$ cat config.mk
export PLATFORM = sky130hd
export DESIGN_NAME = md_issue_flat
export DESIGN_NICKNAME = d
export VERILOG_FILES = /design/src/design/md_pkg.sv /design/src/design/md_cmd_if.sv /design/src/design/md_issue.sv /design/src/flat_wrapper.sv
export VERILOG_INCLUDE_DIRS = /design/src /design/src/design
export SDC_FILE = /design/constraint.sdc
export NUM_CORES = 1
export LEC_CHECK = 0
export ABC_AREA = 1
export BUFFER_PORTS_ARGS = -buffer_cell sky130_fd_sc_hd__clkbuf_2
export CORE_MARGIN = 5
export CORE_UTILIZATION = 41
export DETAILED_ROUTE_END_ITERATION = 8
export GPL_TIMING_DRIVEN = 0
export PLACE_DENSITY_LB_ADDON = 0.15
export SLEW_MARGIN = 20
export SYNTH_ARGS = -nofsm -noshare
export SYNTH_HDL_FRONTEND = slang
export SYNTH_SLANG_ARGS = --single-unit
$ cat constraint.sdc
create_clock -name clk -period 0.8 [get_ports clk]
set_input_delay 0.04 -clock clk [delete_from_list [all_inputs] [get_ports clk]]
set_output_delay 0.04 -clock clk [all_outputs]
set_load 0.005 [all_outputs]
$ cat src/design/md_config.svh
`ifndef MD_CONFIG_SVH
`define MD_CONFIG_SVH

////////////////////////////////////////
// Multiply/divide unit dimensions
////////////////////////////////////////

// Operand and result width
`define MD_WIDTH 32

// Command entries held in the queue
// Power of two so the pointers wrap on their own
`define MD_QUEUE_DEPTH 4

// One divide iteration per quotient bit
`define MD_DIV_STEPS `MD_WIDTH

`endif
$ cat src/design/md_pkg.sv
`include "md_config.svh"

package md_pkg;

	// One operand or result word
	typedef logic [`MD_WIDTH-1:0] word_t;

	// Full product or divider working register
	typedef logic [2*`MD_WIDTH-1:0] dword_t;

	// Operation code on the command path
	typedef logic [3:0] md_op_t;

	////////////////////////////////////////
	// Opcodes
	////////////////////////////////////////
	localparam md_op_t MD_DIV   = 4'd1;
	localparam md_op_t MD_DIVU  = 4'd2;
	localparam md_op_t MD_MFHI  = 4'd3;
	localparam md_op_t MD_MFLO  = 4'd4;
	localparam md_op_t MD_MTHI  = 4'd5;
	localparam md_op_t MD_MTLO  = 4'd6;
	localparam md_op_t MD_MUL   = 4'd7;
	localparam md_op_t MD_MULT  = 4'd8;
	localparam md_op_t MD_MULTU = 4'd9;
	// Codes 0 and 10 through 15 are undefined

	// Execution unit state
	typedef enum logic
	{
		st_idle,
		st_divide
	} md_state_t;

endpackage

$ cat src/design/md_cmd_if.sv
`timescale 1ns/10ps

// One command and its strobe between two blocks
interface md_cmd_if;
	import md_pkg::*;

	// Strobe for one cycle per delivered command
	logic valid;
	md_op_t op;
	// Operands as read from the register file
	word_t rs;
	word_t rt;

	// Block that delivers the command
	modport source
	(
		output valid,
		output op,
		output rs,
		output rt
	);

	// Block that takes the command
	modport sink
	(
		input valid,
		input op,
		input rs,
		input rt
	);

endinterface

$ cat src/design/md_issue.sv
`timescale 1ns/10ps

module md_issue
(
	input logic clk,
	input logic reset,
	input logic cmd_valid,
	input md_pkg::md_op_t cmd_op,
	input md_pkg::word_t cmd_rs,
	input md_pkg::word_t cmd_rt,
	output logic cmd_error,
	md_cmd_if.source out
);
	import md_pkg::*;

	// Opcode is one the unit can run
	logic op_legal;

	////////////////////////////////////////
	// Decode
	////////////////////////////////////////

	// Only the nine defined codes pass
	always_comb
	begin
		op_legal = cmd_op inside {MD_DIV, MD_DIVU, MD_MFHI, MD_MFLO, MD_MTHI,
			MD_MTLO, MD_MUL, MD_MULT, MD_MULTU};
	end

	////////////////////////////////////////
	// Strobes
	////////////////////////////////////////

	// Legal command goes on and anything else turns into an error pulse
	always_ff @(posedge clk)
	begin
		if (reset)
		begin
			out.valid <= 1'b0;
			cmd_error <= 1'b0;
		end
		else
		begin
			out.valid <= cmd_valid && op_legal;
			cmd_error <= cmd_valid && !op_legal;
		end
	end

	// Command payload
	always_ff @(posedge clk)
	begin
		if (cmd_valid)
		begin
			out.op <= cmd_op;
			out.rs <= cmd_rs;
			out.rt <= cmd_rt;
		end
	end

endmodule

$ cat src/flat_wrapper.sv
// flat-port wrapper written by rule: the top's interface ports become plain ports
module md_issue_flat import md_pkg::*;
  (clk, reset, cmd_valid, cmd_op, cmd_rs, cmd_rt, cmd_error, out_valid, out_op, out_rs, out_rt);
  md_cmd_if out_i ();
  input logic clk;
  input logic reset;
  input logic cmd_valid;
  input md_pkg::md_op_t cmd_op;
  input md_pkg::word_t cmd_rs;
  input md_pkg::word_t cmd_rt;
  output logic cmd_error;
  output wire logic [$bits(out_i.valid)-1:0] out_valid;
  output wire logic [$bits(out_i.op)-1:0] out_op;
  output wire logic [$bits(out_i.rs)-1:0] out_rs;
  output wire logic [$bits(out_i.rt)-1:0] out_rt;
  assign out_valid = out_i.valid;
  assign out_op = out_i.op;
  assign out_rs = out_i.rs;
  assign out_rt = out_i.rt;
  md_issue u_core (.clk(clk), .reset(reset), .cmd_valid(cmd_valid), .cmd_op(cmd_op), .cmd_rs(cmd_rs), .cmd_rt(cmd_rt), .cmd_error(cmd_error), .out(out_i));
endmodule
# After elaboration in Yosys (flattened, before gate mapping)
# Cells that the tools add are included.
[classes] n_eq_ne=9 n_reduce_logical=4
[op_table] op="$eq 4x3->1 const B" count=4
[op_table] op="$reduce_bool 9->1" count=1
[op_table] op="$eq 4x2->1 const B" count=2
[op_table] op="$eq 4x4->1 const B" count=2
[op_table] op="$eq 4x1->1 const B" count=1
[op_table] op="$logic_and 1x1->1" count=2
[op_table] op="$logic_not 1->1" count=1
[word_totals] input_bits=71 wordCells=18 register_bits=70 output_inout_bits=70

# Logic depth before layout (Yosys ltp)
[depth] word_depth=4 mapped_depth=5 depth_no_buf=5

# Worst setup path after synthesis
# Ideal clock, no wire load.
[synth_timing] path_kind="reg-to-output" from="reg u_core.out.op[0]" to="out out_op[0]" slack_ns=0.405 stages_incl_launch_ff=1 arrival_time_ns=0.355 path_cell_list="edfxtp_1"
[synth_rtl] item="start: declaration" line_no="md_cmd_if.sv:18" source="output op,"
[synth_rtl] item="start signal: assignment" line_no="md_issue.sv:54" source="out.op <= cmd_op;"
[synth_rtl] item="end: declaration" line_no="flat_wrapper.sv:13" source="output wire logic [$bits(out_i.op)-1:0] out_op;"
# No word-level cell between the ends.

# Worst setup path after layout
[layout_timing] from="reg u_core.out.rs[29]" to="out out_rs[29]"
[layout_rtl] item="start: declaration" line_no="md_cmd_if.sv:19" source="output rs,"
[layout_rtl] item="start signal: assignment" line_no="md_issue.sv:55" source="out.rs <= cmd_rs;"
[layout_rtl] item="end: declaration" line_no="flat_wrapper.sv:14" source="output wire logic [$bits(out_i.rs)-1:0] out_rs;"
# No word-level cell between the ends.

==> flow_metrics.py <==
metrics = {
    "global_route": {
        "grt.overflow.total": 0,
        "grt_pass1_vias": 1677,
        "grt_max_degree": 44,
        "antenna_found_initial": 0,
        "grt_use_total_pct": 16.9,
        "grt_first_pass_wirelength_mm": 7.95,
    },
    "synth": {
        "synthDistinctLibCells": 7,
        "synth_area_leaders": "edfxtp_1 96%, dfxtp_1 1.9%, nand2_1 0.71%",
        "seq_area_frac_synth_pct": 97.8,
        "synth_top_area_share_pct": 95.9,
        "yosys-top-cells-count": "68 x edfxtp_1, 4 x nand2_1, 3 x inv_1",
        "synth_nets": 152,
        "async_flop_share_pct": 0,
        "yosysMostFrequentCell": "edfxtp_1",
        "syn_avg_cell_area_sq_um": 26.3,
        "synth_top_cell_by_area": "edfxtp_1",
        "syn_area_sq_mm": 0.00213,
        "ys_seq_elements": 70,
        "ys.warnings.count": 0,
        "synth_edf_count": 68,
        "syn-instance-count": 81,
        "synth_ff_type": "edfxtp_1",
    },
    "sta": {
        "min_period_ns": 0.889,
        "maxSlewHeadroom_pct": 75.0,
        "min_period_over_period_pct": 111,
        "setup_slack_ns": -0.0891,
        "finalSetupViolCount": 68,
        "tns_ns": -3.44,
        "maxClockFrequency_mhz": 1120,
        "rsz0062_at_grt": "true",
        "hold_viol": 0,
        "hold_slack_ns": 0.227,
        "worst_pin_slew_ns": 0.375,
        "slew_violations": 0,
    },
    "finish": {
        "n_antenna_cell": 0,
        "final_cell_count_no_fill": 377,
        "nFillCells": 337,
        "area_growth_pct": 79.4,
        "drive_above_1_share_pct": 51.1,
        "post-route-util_pct": 75.3,
        "multi_input_area_sq_um": 36.3,
        "finalNetCount": 373,
        "ff_latch_area_sq_mm": 0.00208,
    },
    "detailed_routing": {
        "wl_met1_mm": 1.86,
        "drt_iter0_drc": 71,
        "vias": 1572,
        "top_layer_used": "met4",
        "via_per_inst": 4.17,
        "ant_nets": 0,
        "drc": 0,
        "dr.pass1.iters": 4,
        "wl_per_cell_um": 14.4,
        "met2_length_mm": 2.79,
        "wl_met3_um": 651,
        "routed_wl_mm": 5.41,
    },
    "cts": {
        "cts_made_buffers": 9,
        "clk_pin_slew_ns": 0.07,
        "cts_root_buf": "clkbuf_8",
        "cts_tree": "built",
        "htreeDepth": 3,
        "ctsLongestPathBuffers": 2,
        "clock_sinks": 70,
        "post_cts_buffers": 0,
    },
    "floorplan": {
        "num_rows": 26,
        "die_h_um": 82.1,
        "ioPinCount": 141,
        "die-area_sq_mm": 0.00674,
        "die_w_um": 82.1,
        "start_util_pct": 42.0,
        "core_sq_mm": 0.00507,
    },
    "worst_setup_path": {
        "worst_ep_arrival_time_ns": 0.85,
        "cp_max_fo": 1,
        "cpMaxStageDelayCell": "edfxtp_1",
        "worst-path-buf-inv": 1,
        "path_class": "reg2out",
        "crit_path_end": "out_rs[29]",
        "crit_path_start_kind": "flop",
        "cp_top_family": "flip-flops",
        "worstPathCellList": "clkbuf_2",
        "cp-startpoint": "u_core.out.rs[29]",
        "slowest_delay_ns": 0.40,
        "path_depth": 1,
        "crit_required_ns": 0.76,
        "worst_setup_path_end_kind": "output pin",
    },
    "min_path": {
        "min_path_type": "in2reg",
        "min_from": "cmd_valid",
        "whs_path_depth": 3,
    },
    "pwr": {
        "clkPwrFrac_pct": 33.0,
        "leakage_nw": 1.69,
        "pwr-share-comb_pct": 11.0,
        "p_sw_mw": 1.60,
        "seqPwrFrac_pct": 56.1,
        "switching_share_pct": 20.3,
        "powerDensity_mw_per_mm2": 2060,
        "ir_drop_uv": 1370,
        "power.internal_mw": 6.27,
    },
    "place": {
        "place_inst": 292,
        "place_congestion": 0.717,
        "place_ws_ns": -0.245,
        "portBuffers": 140,
    },
    "status": {
        "violations": "setup timing",
        "outcome": "complete, but fails checks",
    },
    "job": {
        "maxCapViolCount": 0,
    },
}
per-stage QoR:
| stage | cell area [sq um] | total power [mW] |
|---|---|---|
| final | 3820 | 7.87 |
| after global routing | 3820 | 8.25 |
| after CTS | 3810 | 7.93 |
| after detailed placement | 2940 | 5.07 |
| after global placement | 2920 | 5.05 |
| after floorplan | 2130 | 4.55 |
flip-flops by register name (all words and copies together) (netlist names):
name              count
u_core.out.rs        32
u_core.out.rt        32
u_core.out.op         4
u_core.cmd_error      1
u_core.out.valid      1
timing repair:
action / 4_1_cts / 5_1_grt
hold buffers: 69 / 0
resized for setup: 0 / 5
setup endpoints to repair: 70 / 70
hold endpoints to repair: 70 / 0
layout by cell type (no fill, tap or decap), types with 2 or more instances in the layout:
| cell type | count |
|---|---|
| clkbuf_8 | 9 |
| clkinv_1 | 2 |
| inv_1 | 3 |
| clkinv_2 | 3 |
| edfxtp_1 | 68 |
| dfxtp_2 | 2 |
| nor2_1 | 2 |
| clkbuf_2 | 137 |
| dlygate4sd3_1 | 69 |
| nand2_1 | 4 |
layer usage:
metal  vias to the layer above  GRT usage, %
met5                         -             0
met4                         0          9.14
met3                        11          7.24
met2                        97          29.6
li1                        761             -
met1                       703          16.8
worst min-delay path by stage:
stage | end
after floorplan | u_core.out.op[0]
after global placement | u_core.out.rs[14]
after detailed placement | u_core.out.rt[29]
after CTS | u_core.out.rt[26]
after global routing | u_core.out.rt[26]
final | u_core.out.valid
area by class of cell:
cell class	count	area share (%)
sequential	70	54.6
timing repair buffer	210	37.2
clock buffer	10	3.34
tap	70	2.29
clock inverter	6	1.38
multi-input combinational	8	0.950
inverter	3	0.295
kinds of logic after synthesis:
family	Yosys count	share of synthesized area (%)
AOI/OAI and AO/OA	2	0.646
buffers and inverters	3	0.529
DFF	70	97.8
and+or+nand+nor	6	1.06
power groups by stage:
stage                     sequential [mW]  clock (mW)  combinational [mW]
after floorplan                      4.53           0              0.0154
after global placement               4.48           0               0.572
after detailed placement             4.48           0               0.591
after CTS                            4.41        2.66               0.860
after global routing                 4.44        2.87               0.947
final                                4.41        2.59               0.863
Note: power is estimated with default switching activity, not from simulation.
