### config.mk
export PLATFORM = sky130hd
export DESIGN_NAME = md_queue_flat
export DESIGN_NICKNAME = d
export VERILOG_FILES = /design/src/design/md_pkg.sv /design/src/design/md_cmd_if.sv /design/src/design/md_queue.sv /design/src/flat_wrapper.sv
export VERILOG_INCLUDE_DIRS = /design/src /design/src/design
export SDC_FILE = /design/constraint.sdc
export NUM_CORES = 1
export LEC_CHECK = 0
export BUFFER_PORTS_ARGS = -buffer_cell sky130_fd_sc_hd__buf_2
export CAP_MARGIN = 20
export CORE_ASPECT_RATIO = 1.2
export CORE_UTILIZATION = 52
export DETAILED_ROUTE_END_ITERATION = 7
export MAX_ROUTING_LAYER = met4
export PLACE_DENSITY = 0.85
export SYNTH_ARGS = -nofsm -noshare
export SYNTH_HDL_FRONTEND = slang
export SYNTH_SLANG_ARGS = --single-unit
export TNS_END_PERCENT = 1
### constraint.sdc
create_clock -name clk -period 7.5 [get_ports clk]
set_clock_uncertainty 0.1 [all_clocks]
set_input_delay 0.75 -clock clk [delete_from_list [all_inputs] [get_ports clk]]
set_output_delay 0.75 -clock clk [all_outputs]
set_load 0.03 [all_outputs]
### src/design/md_config.svh
`ifndef MD_CONFIG_SVH
`define MD_CONFIG_SVH

////////////////////////////////////////
// Multiply/divide unit dimensions
////////////////////////////////////////

// Operand and result width
`define MD_WIDTH 32

// Command entries held in the queue
// Power of two so the pointers wrap on their own
`define MD_QUEUE_DEPTH 4

// One divide iteration per quotient bit
`define MD_DIV_STEPS `MD_WIDTH

`endif
### src/design/md_pkg.sv
`include "md_config.svh"

package md_pkg;

	// One operand or result word
	typedef logic [`MD_WIDTH-1:0] word_t;

	// Full product or divider working register
	typedef logic [2*`MD_WIDTH-1:0] dword_t;

	// Operation code on the command path
	typedef logic [3:0] md_op_t;

	////////////////////////////////////////
	// Opcodes
	////////////////////////////////////////
	localparam md_op_t MD_DIV   = 4'd1;
	localparam md_op_t MD_DIVU  = 4'd2;
	localparam md_op_t MD_MFHI  = 4'd3;
	localparam md_op_t MD_MFLO  = 4'd4;
	localparam md_op_t MD_MTHI  = 4'd5;
	localparam md_op_t MD_MTLO  = 4'd6;
	localparam md_op_t MD_MUL   = 4'd7;
	localparam md_op_t MD_MULT  = 4'd8;
	localparam md_op_t MD_MULTU = 4'd9;
	// Codes 0 and 10 through 15 are undefined

	// Execution unit state
	typedef enum logic
	{
		st_idle,
		st_divide
	} md_state_t;

endpackage

### src/design/md_cmd_if.sv
`timescale 1ns/10ps

// One command and its strobe between two blocks
interface md_cmd_if;
	import md_pkg::*;

	// Strobe for one cycle per delivered command
	logic valid;
	md_op_t op;
	// Operands as read from the register file
	word_t rs;
	word_t rt;

	// Block that delivers the command
	modport source
	(
		output valid,
		output op,
		output rs,
		output rt
	);

	// Block that takes the command
	modport sink
	(
		input valid,
		input op,
		input rs,
		input rt
	);

endinterface

### src/design/md_queue.sv
`timescale 1ns/10ps
`include "md_config.svh"

module md_queue
(
	input logic clk,
	input logic reset,
	md_cmd_if.sink in,
	md_cmd_if.source out,
	input logic busy,
	output logic full
);
	import md_pkg::*;

	localparam int DEPTH = `MD_QUEUE_DEPTH;
	localparam int PTR_W = $clog2(DEPTH);

	// Entry storage
	md_op_t op_mem [DEPTH];
	word_t rs_mem [DEPTH];
	word_t rt_mem [DEPTH];

	logic [PTR_W-1:0] wr_ptr;
	logic [PTR_W-1:0] rd_ptr;
	// Occupancy, one bit wider than the pointers
	logic [PTR_W:0] count;
	logic pop;

	// Hold off while a divide runs
	// No pop right after a pop so a new divide can raise busy first
	assign pop = (count != '0) && !busy && !out.valid;

	// Early full level keeps one slot for the command in the issue register
	assign full = (count >= (PTR_W+1)'(DEPTH - 1));

	////////////////////////////////////////
	// Storage
	////////////////////////////////////////
	always_ff @(posedge clk)
	begin
		if (in.valid)
		begin
			op_mem[wr_ptr] <= in.op;
			rs_mem[wr_ptr] <= in.rs;
			rt_mem[wr_ptr] <= in.rt;
		end
	end

	////////////////////////////////////////
	// Pointers and occupancy
	////////////////////////////////////////
	always_ff @(posedge clk)
	begin
		if (reset)
		begin
			wr_ptr <= '0;
			rd_ptr <= '0;
			count <= '0;
			out.valid <= 1'b0;
		end
		else
		begin
			if (in.valid)
				wr_ptr <= wr_ptr + 1'b1;
			if (pop)
				rd_ptr <= rd_ptr + 1'b1;
			// Write and pop together leave the count alone
			case ({in.valid, pop})
				2'b10: count <= count + 1'b1;
				2'b01: count <= count - 1'b1;
				default: count <= count;
			endcase
			out.valid <= pop;
		end
	end

	// Head entry towards the unit
	always_ff @(posedge clk)
	begin
		if (pop)
		begin
			out.op <= op_mem[rd_ptr];
			out.rs <= rs_mem[rd_ptr];
			out.rt <= rt_mem[rd_ptr];
		end
	end

endmodule

### src/flat_wrapper.sv
// flat-port wrapper written by rule: the top's interface ports become plain ports
module md_queue_flat import md_pkg::*;
  (clk, reset, busy, full, in_valid, in_op, in_rs, in_rt, out_valid, out_op, out_rs, out_rt);
  md_cmd_if in_i ();
  md_cmd_if out_i ();
  input logic clk;
  input logic reset;
  input logic busy;
  output logic full;
  input wire logic [$bits(in_i.valid)-1:0] in_valid;
  input wire logic [$bits(in_i.op)-1:0] in_op;
  input wire logic [$bits(in_i.rs)-1:0] in_rs;
  input wire logic [$bits(in_i.rt)-1:0] in_rt;
  output wire logic [$bits(out_i.valid)-1:0] out_valid;
  output wire logic [$bits(out_i.op)-1:0] out_op;
  output wire logic [$bits(out_i.rs)-1:0] out_rs;
  output wire logic [$bits(out_i.rt)-1:0] out_rt;
  assign in_i.valid = in_valid;
  assign in_i.op = in_op;
  assign in_i.rs = in_rs;
  assign in_i.rt = in_rt;
  assign out_valid = out_i.valid;
  assign out_op = out_i.op;
  assign out_rs = out_i.rs;
  assign out_rt = out_i.rt;
  md_queue u_core (.clk(clk), .reset(reset), .in(in_i), .out(out_i), .busy(busy), .full(full));
endmodule
; Word-level counts from Yosys, hierarchy flattened
; Memory sizes are Yosys's and may differ from the RTL's. A register that Yosys moved wholly into a read port is not among the register bits.
; Cells that the tools add are included.
[word_totals]
regBits = 8
mem_bits_rw = 272
input_bits = 72
mem_count = 3
[memory_table]
columns = memory, depth, word_bits, rd, rd_ports_with_merged_regs, write_ports, line
row1 = u_core.rs_mem, 4, 32, 1, 1, 1, md_queue.sv:20  ; word_t rs_mem [DEPTH];
row2 = u_core.rt_mem, 4, 32, 1, 1, 1, md_queue.sv:21  ; word_t rt_mem [DEPTH];
row3 = u_core.op_mem, 4, 4, 1, 1, 1, md_queue.sv:19  ; md_op_t op_mem [DEPTH];
[op_classes]
addsub = 4
magnitude_cmp = 1
n_eq_ne = 2
muxes = 3
n_reduce_logical = 6
[op_table]
columns = operator, n
row1 = case mux 3 bit (2 select lines), 1
row2 = adder 2 x 1 -> 2 bit (second input constant), 2
row3 = adder 3 x 1 -> 3 bit (second input constant), 1
row4 = greater-or-equal comparator 3 x 2 -> 1 bit (second input constant), 1
row5 = nonzero test 3 bit, 1
row6 = subtractor 3 x 1 -> 3 bit (second input constant), 1
row7 = == test 2 x 1 -> 1 bit (second input constant), 1
row8 = == test 2 bit (second input constant), 1
row9 = logical AND 1 bit, 2
row10 = zero test 1 bit, 2
row11 = 2-to-1 mux 1 bit, 2
row12 = nonzero test 2 bit, 1

; Longest topological paths before layout
[logic_depth]
ltp_word = 5
depth_mapped = 8

; Least setup slack after synthesis
; OpenSTA, ideal clock, no wires.
[synth_path]
kind = input-to-reg
startpoint = input busy
endpoint = register u_core.count[2]
setup_time_ps = 70
t_arrival_ps = 7363
required_ps = 7330
slack_ps = -33
stages = 7
n_path_buf = 0
cell_sequence = nor3_1 > ha_1 > inv_1 > fa_1 > xor2_1 > or3_1 > a21oi_1
[synth_between]
elab_chain_cells = 5
[synth_rtl]
columns = item, line
row1 = "start, declared", flat_wrapper.sv:8  ; input logic busy;
row2 = zero test 1 bit (*), md_queue.sv:31  ; assign pop = (count != '0) && !busy && !out.valid;
row3 = logical AND 1 bit (*) (2 in a row), md_queue.sv:31
row4 = == test 2 x 1 -> 1 bit / == test 2 bit (equally long branches), md_queue.sv:68  ; case ({in.valid, pop})
row5 = case mux 3 bit (2 select lines) / nonzero test 2 bit (equally long branches), -
row6 = "end signal, assigned", md_queue.sv:69  ; 2'b10: count <= count + 1'b1;
row7 = "end signal, assigned", md_queue.sv:70  ; 2'b01: count <= count - 1'b1;
row8 = "end signal, assigned", md_queue.sv:71  ; default: count <= count;
row9 = "end, declared", md_queue.sv:26  ; logic [PTR_W:0] count;
; Every way passes the cells marked *; elsewhere a longest branch is shown, timed or not.
; A chain may end at the register's enable or synchronous reset.

; Final worst setup path
[layout_path]
startpoint = register u_core.count[0]
endpoint = register u_core.count[2]
[layout_between]
elab_chain_cells = 5
[layout_rtl]
columns = item, line
row1 = nonzero test 3 bit (*), md_queue.sv:31
row2 = logical AND 1 bit (*) (2 in a row), md_queue.sv:31
row3 = named net u_core.pop, md_queue.sv:27  ; logic pop;
row4 = == test 2 x 1 -> 1 bit / == test 2 bit (equally long branches), md_queue.sv:68
row5 = case mux 3 bit (2 select lines) / nonzero test 2 bit (equally long branches), -
; The timed path passes the listed nets; every way through them passes the cells marked *.

==> impl_summary.log <==
INFO  metric ant_nets = 0
INFO  metric netlist_top_cells_area = sky130_fd_sc_hd__edfxtp_1 82%, sky130_fd_sc_hd__mux4_1 9.0%, sky130_fd_sc_hd__mux4_2 4.5%
INFO  metric synth_commonest_cells = 340 x sky130_fd_sc_hd__edfxtp_1, 43 x sky130_fd_sc_hd__mux4_1, 25 x sky130_fd_sc_hd__mux4_2
INFO  metric synth-seq-cells = 348
INFO  metric grt_antenna_before_repair = 5
INFO  metric synth.top_cell.area_share = 81.76%
INFO  metric htreeDepth = 2
INFO  metric startpoint = u_core.count[0]
INFO  metric routed-via-count = 5,414
INFO  metric core = 23,350 sq um
INFO  metric first_pass_grt_wire_length = 33.19 mm
INFO  metric period_needed = 3.086 ns
INFO  metric initial_utilization = 53.47%
INFO  metric synth.cell_area = 12,490 sq um
INFO  metric grt_util_met3 = 4.928%
INFO  metric final-hold-violation-count = 0
INFO  metric clk_root_buffer_cell = sky130_fd_sc_hd__clkbuf_16
INFO  metric synth_seq_area_share = 83.05%
INFO  metric top_level_ports = 142
INFO  metric tritoncts = built
INFO  metric grt.overflow.total = 0
INFO  metric route.detailed.vias_per_inst = 5.536
INFO  metric io_buffers = 141
INFO  metric finalSetupTns = 0 ns
INFO  metric synth_area_per_cell = 26.40 sq um
INFO  metric run_status = completed
INFO  metric post_synthesis_to_final_layout_area_growth = 17.25%
INFO  metric ys_types = 27
INFO  metric synth_edf_count = 340
INFO  metric die_h = 171.8 um
INFO  metric max-cap-violations = 0
INFO  metric detailed_place_hpwl = 12.49 mm
INFO  metric slew_viol_final = 0
INFO  metric worstSkewPairLatency = 0.50 ns
INFO  metric path_clk_slew = 0.06 ns
INFO  metric total_die_area = 24,640 sq um
INFO  metric grt.met2_usage = 32.19%
INFO  metric cp.arrival = 3.41 ns
INFO  metric worst_pin_slew = 1.077 ns
INFO  metric power.ir.vdd_worst = 0.3324 mV
INFO  metric postCtsSetupBuffers = 0
INFO  metric globalRoute.busiestLayer = met2
INFO  metric setup.worst_path.start_class = flop
INFO  metric drc = 0
INFO  metric post_drt_wl_per_cell = 23.01 um
INFO  metric post_dp_cell_area = 13,500 sq um
INFO  metric cts_buffer_depth = 3
INFO  metric proportion_of_register_bits_with_asynchronous_set_or_reset_after_synthesis = 0%
INFO  metric via_count_of_the_first_global_routing_pass = 5,602
INFO  metric highest_achievable_clock_rate = 0.3240 GHz
INFO  metric critical_path_required = 7.82 ns
INFO  metric netlist.top_cell.by_area = sky130_fd_sc_hd__edfxtp_1
INFO  metric place.gp.congestion = 0.7041
INFO  metric cts-buffers-inserted = 34
INFO  metric rr_startpoint = u_core.count[0]
INFO  metric most_common_cell_in_the_netlist = sky130_fd_sc_hd__edfxtp_1
INFO  metric drive_gt1_share = 34.55%
INFO  metric worstSetupEndpointType = flop
INFO  metric final.period_utilization = 41.15%
INFO  metric drt_first_pass_iters = 5
INFO  metric drt_first_iter_violations = 380
INFO  metric synth_fp_nets = 551
INFO  metric post_cts_hold_buffer_count = 0
INFO  metric grt_max_degree = 71
INFO  metric finalNetCount = 713
INFO  metric gr-usage-all-layers = 19.45%
INFO  metric ys_dominant_reg_cell = sky130_fd_sc_hd__edfxtp_1
INFO  metric power_per_cell_area = 347.3 nW/um^2
INFO  metric critical_hold_path_startpoint = in_rs[22]
INFO  metric final_cell_area = 14,640 sq um
INFO  metric hold_path_class = in -> reg
INFO  metric static-leakage-power = 0.004953 uW
INFO  metric post_syn_instances = 473
INFO  metric ctsResizeCount = 0
INFO  metric grt_setup_unrepaired = false
INFO  metric groute.layer.met1.usage = 23.71%
INFO  metric slew_headroom = 28.19%
INFO  metric setup_viol = 0
INFO  metric clock-sinks = 348
INFO  metric synth-warning-count = 0
INFO  metric die-width = 143.5 um
INFO  metric wl = 22.50 mm
INFO  metric floorplan.rows = 61
INFO  metric critPathMaxFanout = 69
INFO  metric worstSetupPathType = reg -> reg
[worst max-delay path: stages, from the launching register on]
cell	delay [ns]
sky130_fd_sc_hd__dfxtp_1	0.41
sky130_fd_sc_hd__nor3_2	0.12
sky130_fd_sc_hd__nor3_4	0.12
sky130_fd_sc_hd__buf_4	0.76
sky130_fd_sc_hd__ha_1	0.35
sky130_fd_sc_hd__inv_1	0.08
sky130_fd_sc_hd__fa_1	0.44
sky130_fd_sc_hd__xor2_1	0.17
sky130_fd_sc_hd__or3_1	0.31
sky130_fd_sc_hd__a21oi_1	0.16
[where the power goes]
group	total (uW)	switching, uW	internal [uW]	leakage [uW]
clock network	1700	665	1040	0.000559
logic	836	524	312	0.00120
registers	2540	124	2420	0.00319
total	5080	1310	3770	0.00495
[flip-flops by register name, indices dropped and copies added, names as in the netlist]
register	flops
u_core.out.op	4
u_core.rt_mem	128
u_core.wr_ptr	2
u_core.rs_mem	128
u_core.out.rt	32
u_core.out.valid	1
u_core.op_mem	16
u_core.rd_ptr	2
u_core.count	3
u_core.out.rs	32
[kinds of logic (layout without fill, tap and decap cells)]
group,count (synthesis),count (layout),share of synthesized area [%]
multiplexers,70,70,13.73
flip-flops,348,348,83.05
XOR/XNOR,3,3,0.2105
buffers and inverters,23,207,1.242
adder cells (fa/ha/maj),6,6,0.6613
other,0,6,0
AO/OA/AOI/OAI,6,6,0.2805
AND/OR/NAND/NOR,17,17,0.8317
[worst paths after layout]
check	cells past startpoint	to	slack [ns]
worst min-delay path	1	u_core.rs_mem[1][22]	0.36
worst max-delay path	9	u_core.count[2]	4.41
worst min register to register	2	u_core.count[2]	0.45
worst max register to register	9	u_core.count[2]	4.41
[metal layers]
metal / part of all wire, % / up-vias
li1: - / 2381
met1: 39 / 2802
met2: 53 / 201
met3: 7.0 / 30
met4: 1.6 / 0
met5: 0 / -
[cell type report]
type | instances | area, sq um
antenna | 6 | 15.01
tap | 315 | 394.1
sequential | 348 | 10380
fill | 1554 | 8713
timing repair buffer | 143 | 720.7
clock buffer | 44 | 962.2
clock inverter | 14 | 166.4
multi-input combinational | 102 | 1983
inverter | 6 | 22.52
[through the flow]
stage | power, uW | utilization (%) | worst slack [ns] | std cells | hold WS [ns]
after floorplan | 3188 | - | 2.300 | 473 | 0.3824
after global placement | 3392 | 57.79 | 4.042 | 914 | 0.4064
after detailed placement | 3431 | 57.79 | 3.977 | 914 | 0.4340
after CTS | 5129 | 62.63 | 4.330 | 972 | 0.3385
after global routing | 5259 | 62.68 | 4.231 | 977 | 0.3362
final | 5084 | 62.69 | 4.414 | 978 | 0.3570
[placed cells by master, fill, tap and decap left out, types with 3 or more instances in the layout]
cell type                   netlist  final
sky130_fd_sc_hd__diode_2          0      6
sky130_fd_sc_hd__a21oi_1          3      3
sky130_fd_sc_hd__clkinv_1         0      3
sky130_fd_sc_hd__bufinv_16        0      4
sky130_fd_sc_hd__nor2_1           6      6
sky130_fd_sc_hd__and2_4           0      4
sky130_fd_sc_hd__dfxtp_1          8      6
sky130_fd_sc_hd__clkbuf_16        0     37
sky130_fd_sc_hd__mux4_1          43     43
sky130_fd_sc_hd__edfxtp_1       340    340
sky130_fd_sc_hd__buf_2            7    141
sky130_fd_sc_hd__ha_1             5      5
sky130_fd_sc_hd__inv_1            6      6
sky130_fd_sc_hd__clkinv_2         0      7
sky130_fd_sc_hd__mux4_2          25     25
sky130_fd_sc_hd__clkbuf_1         2      6
(Power assumes the default switching activity.)
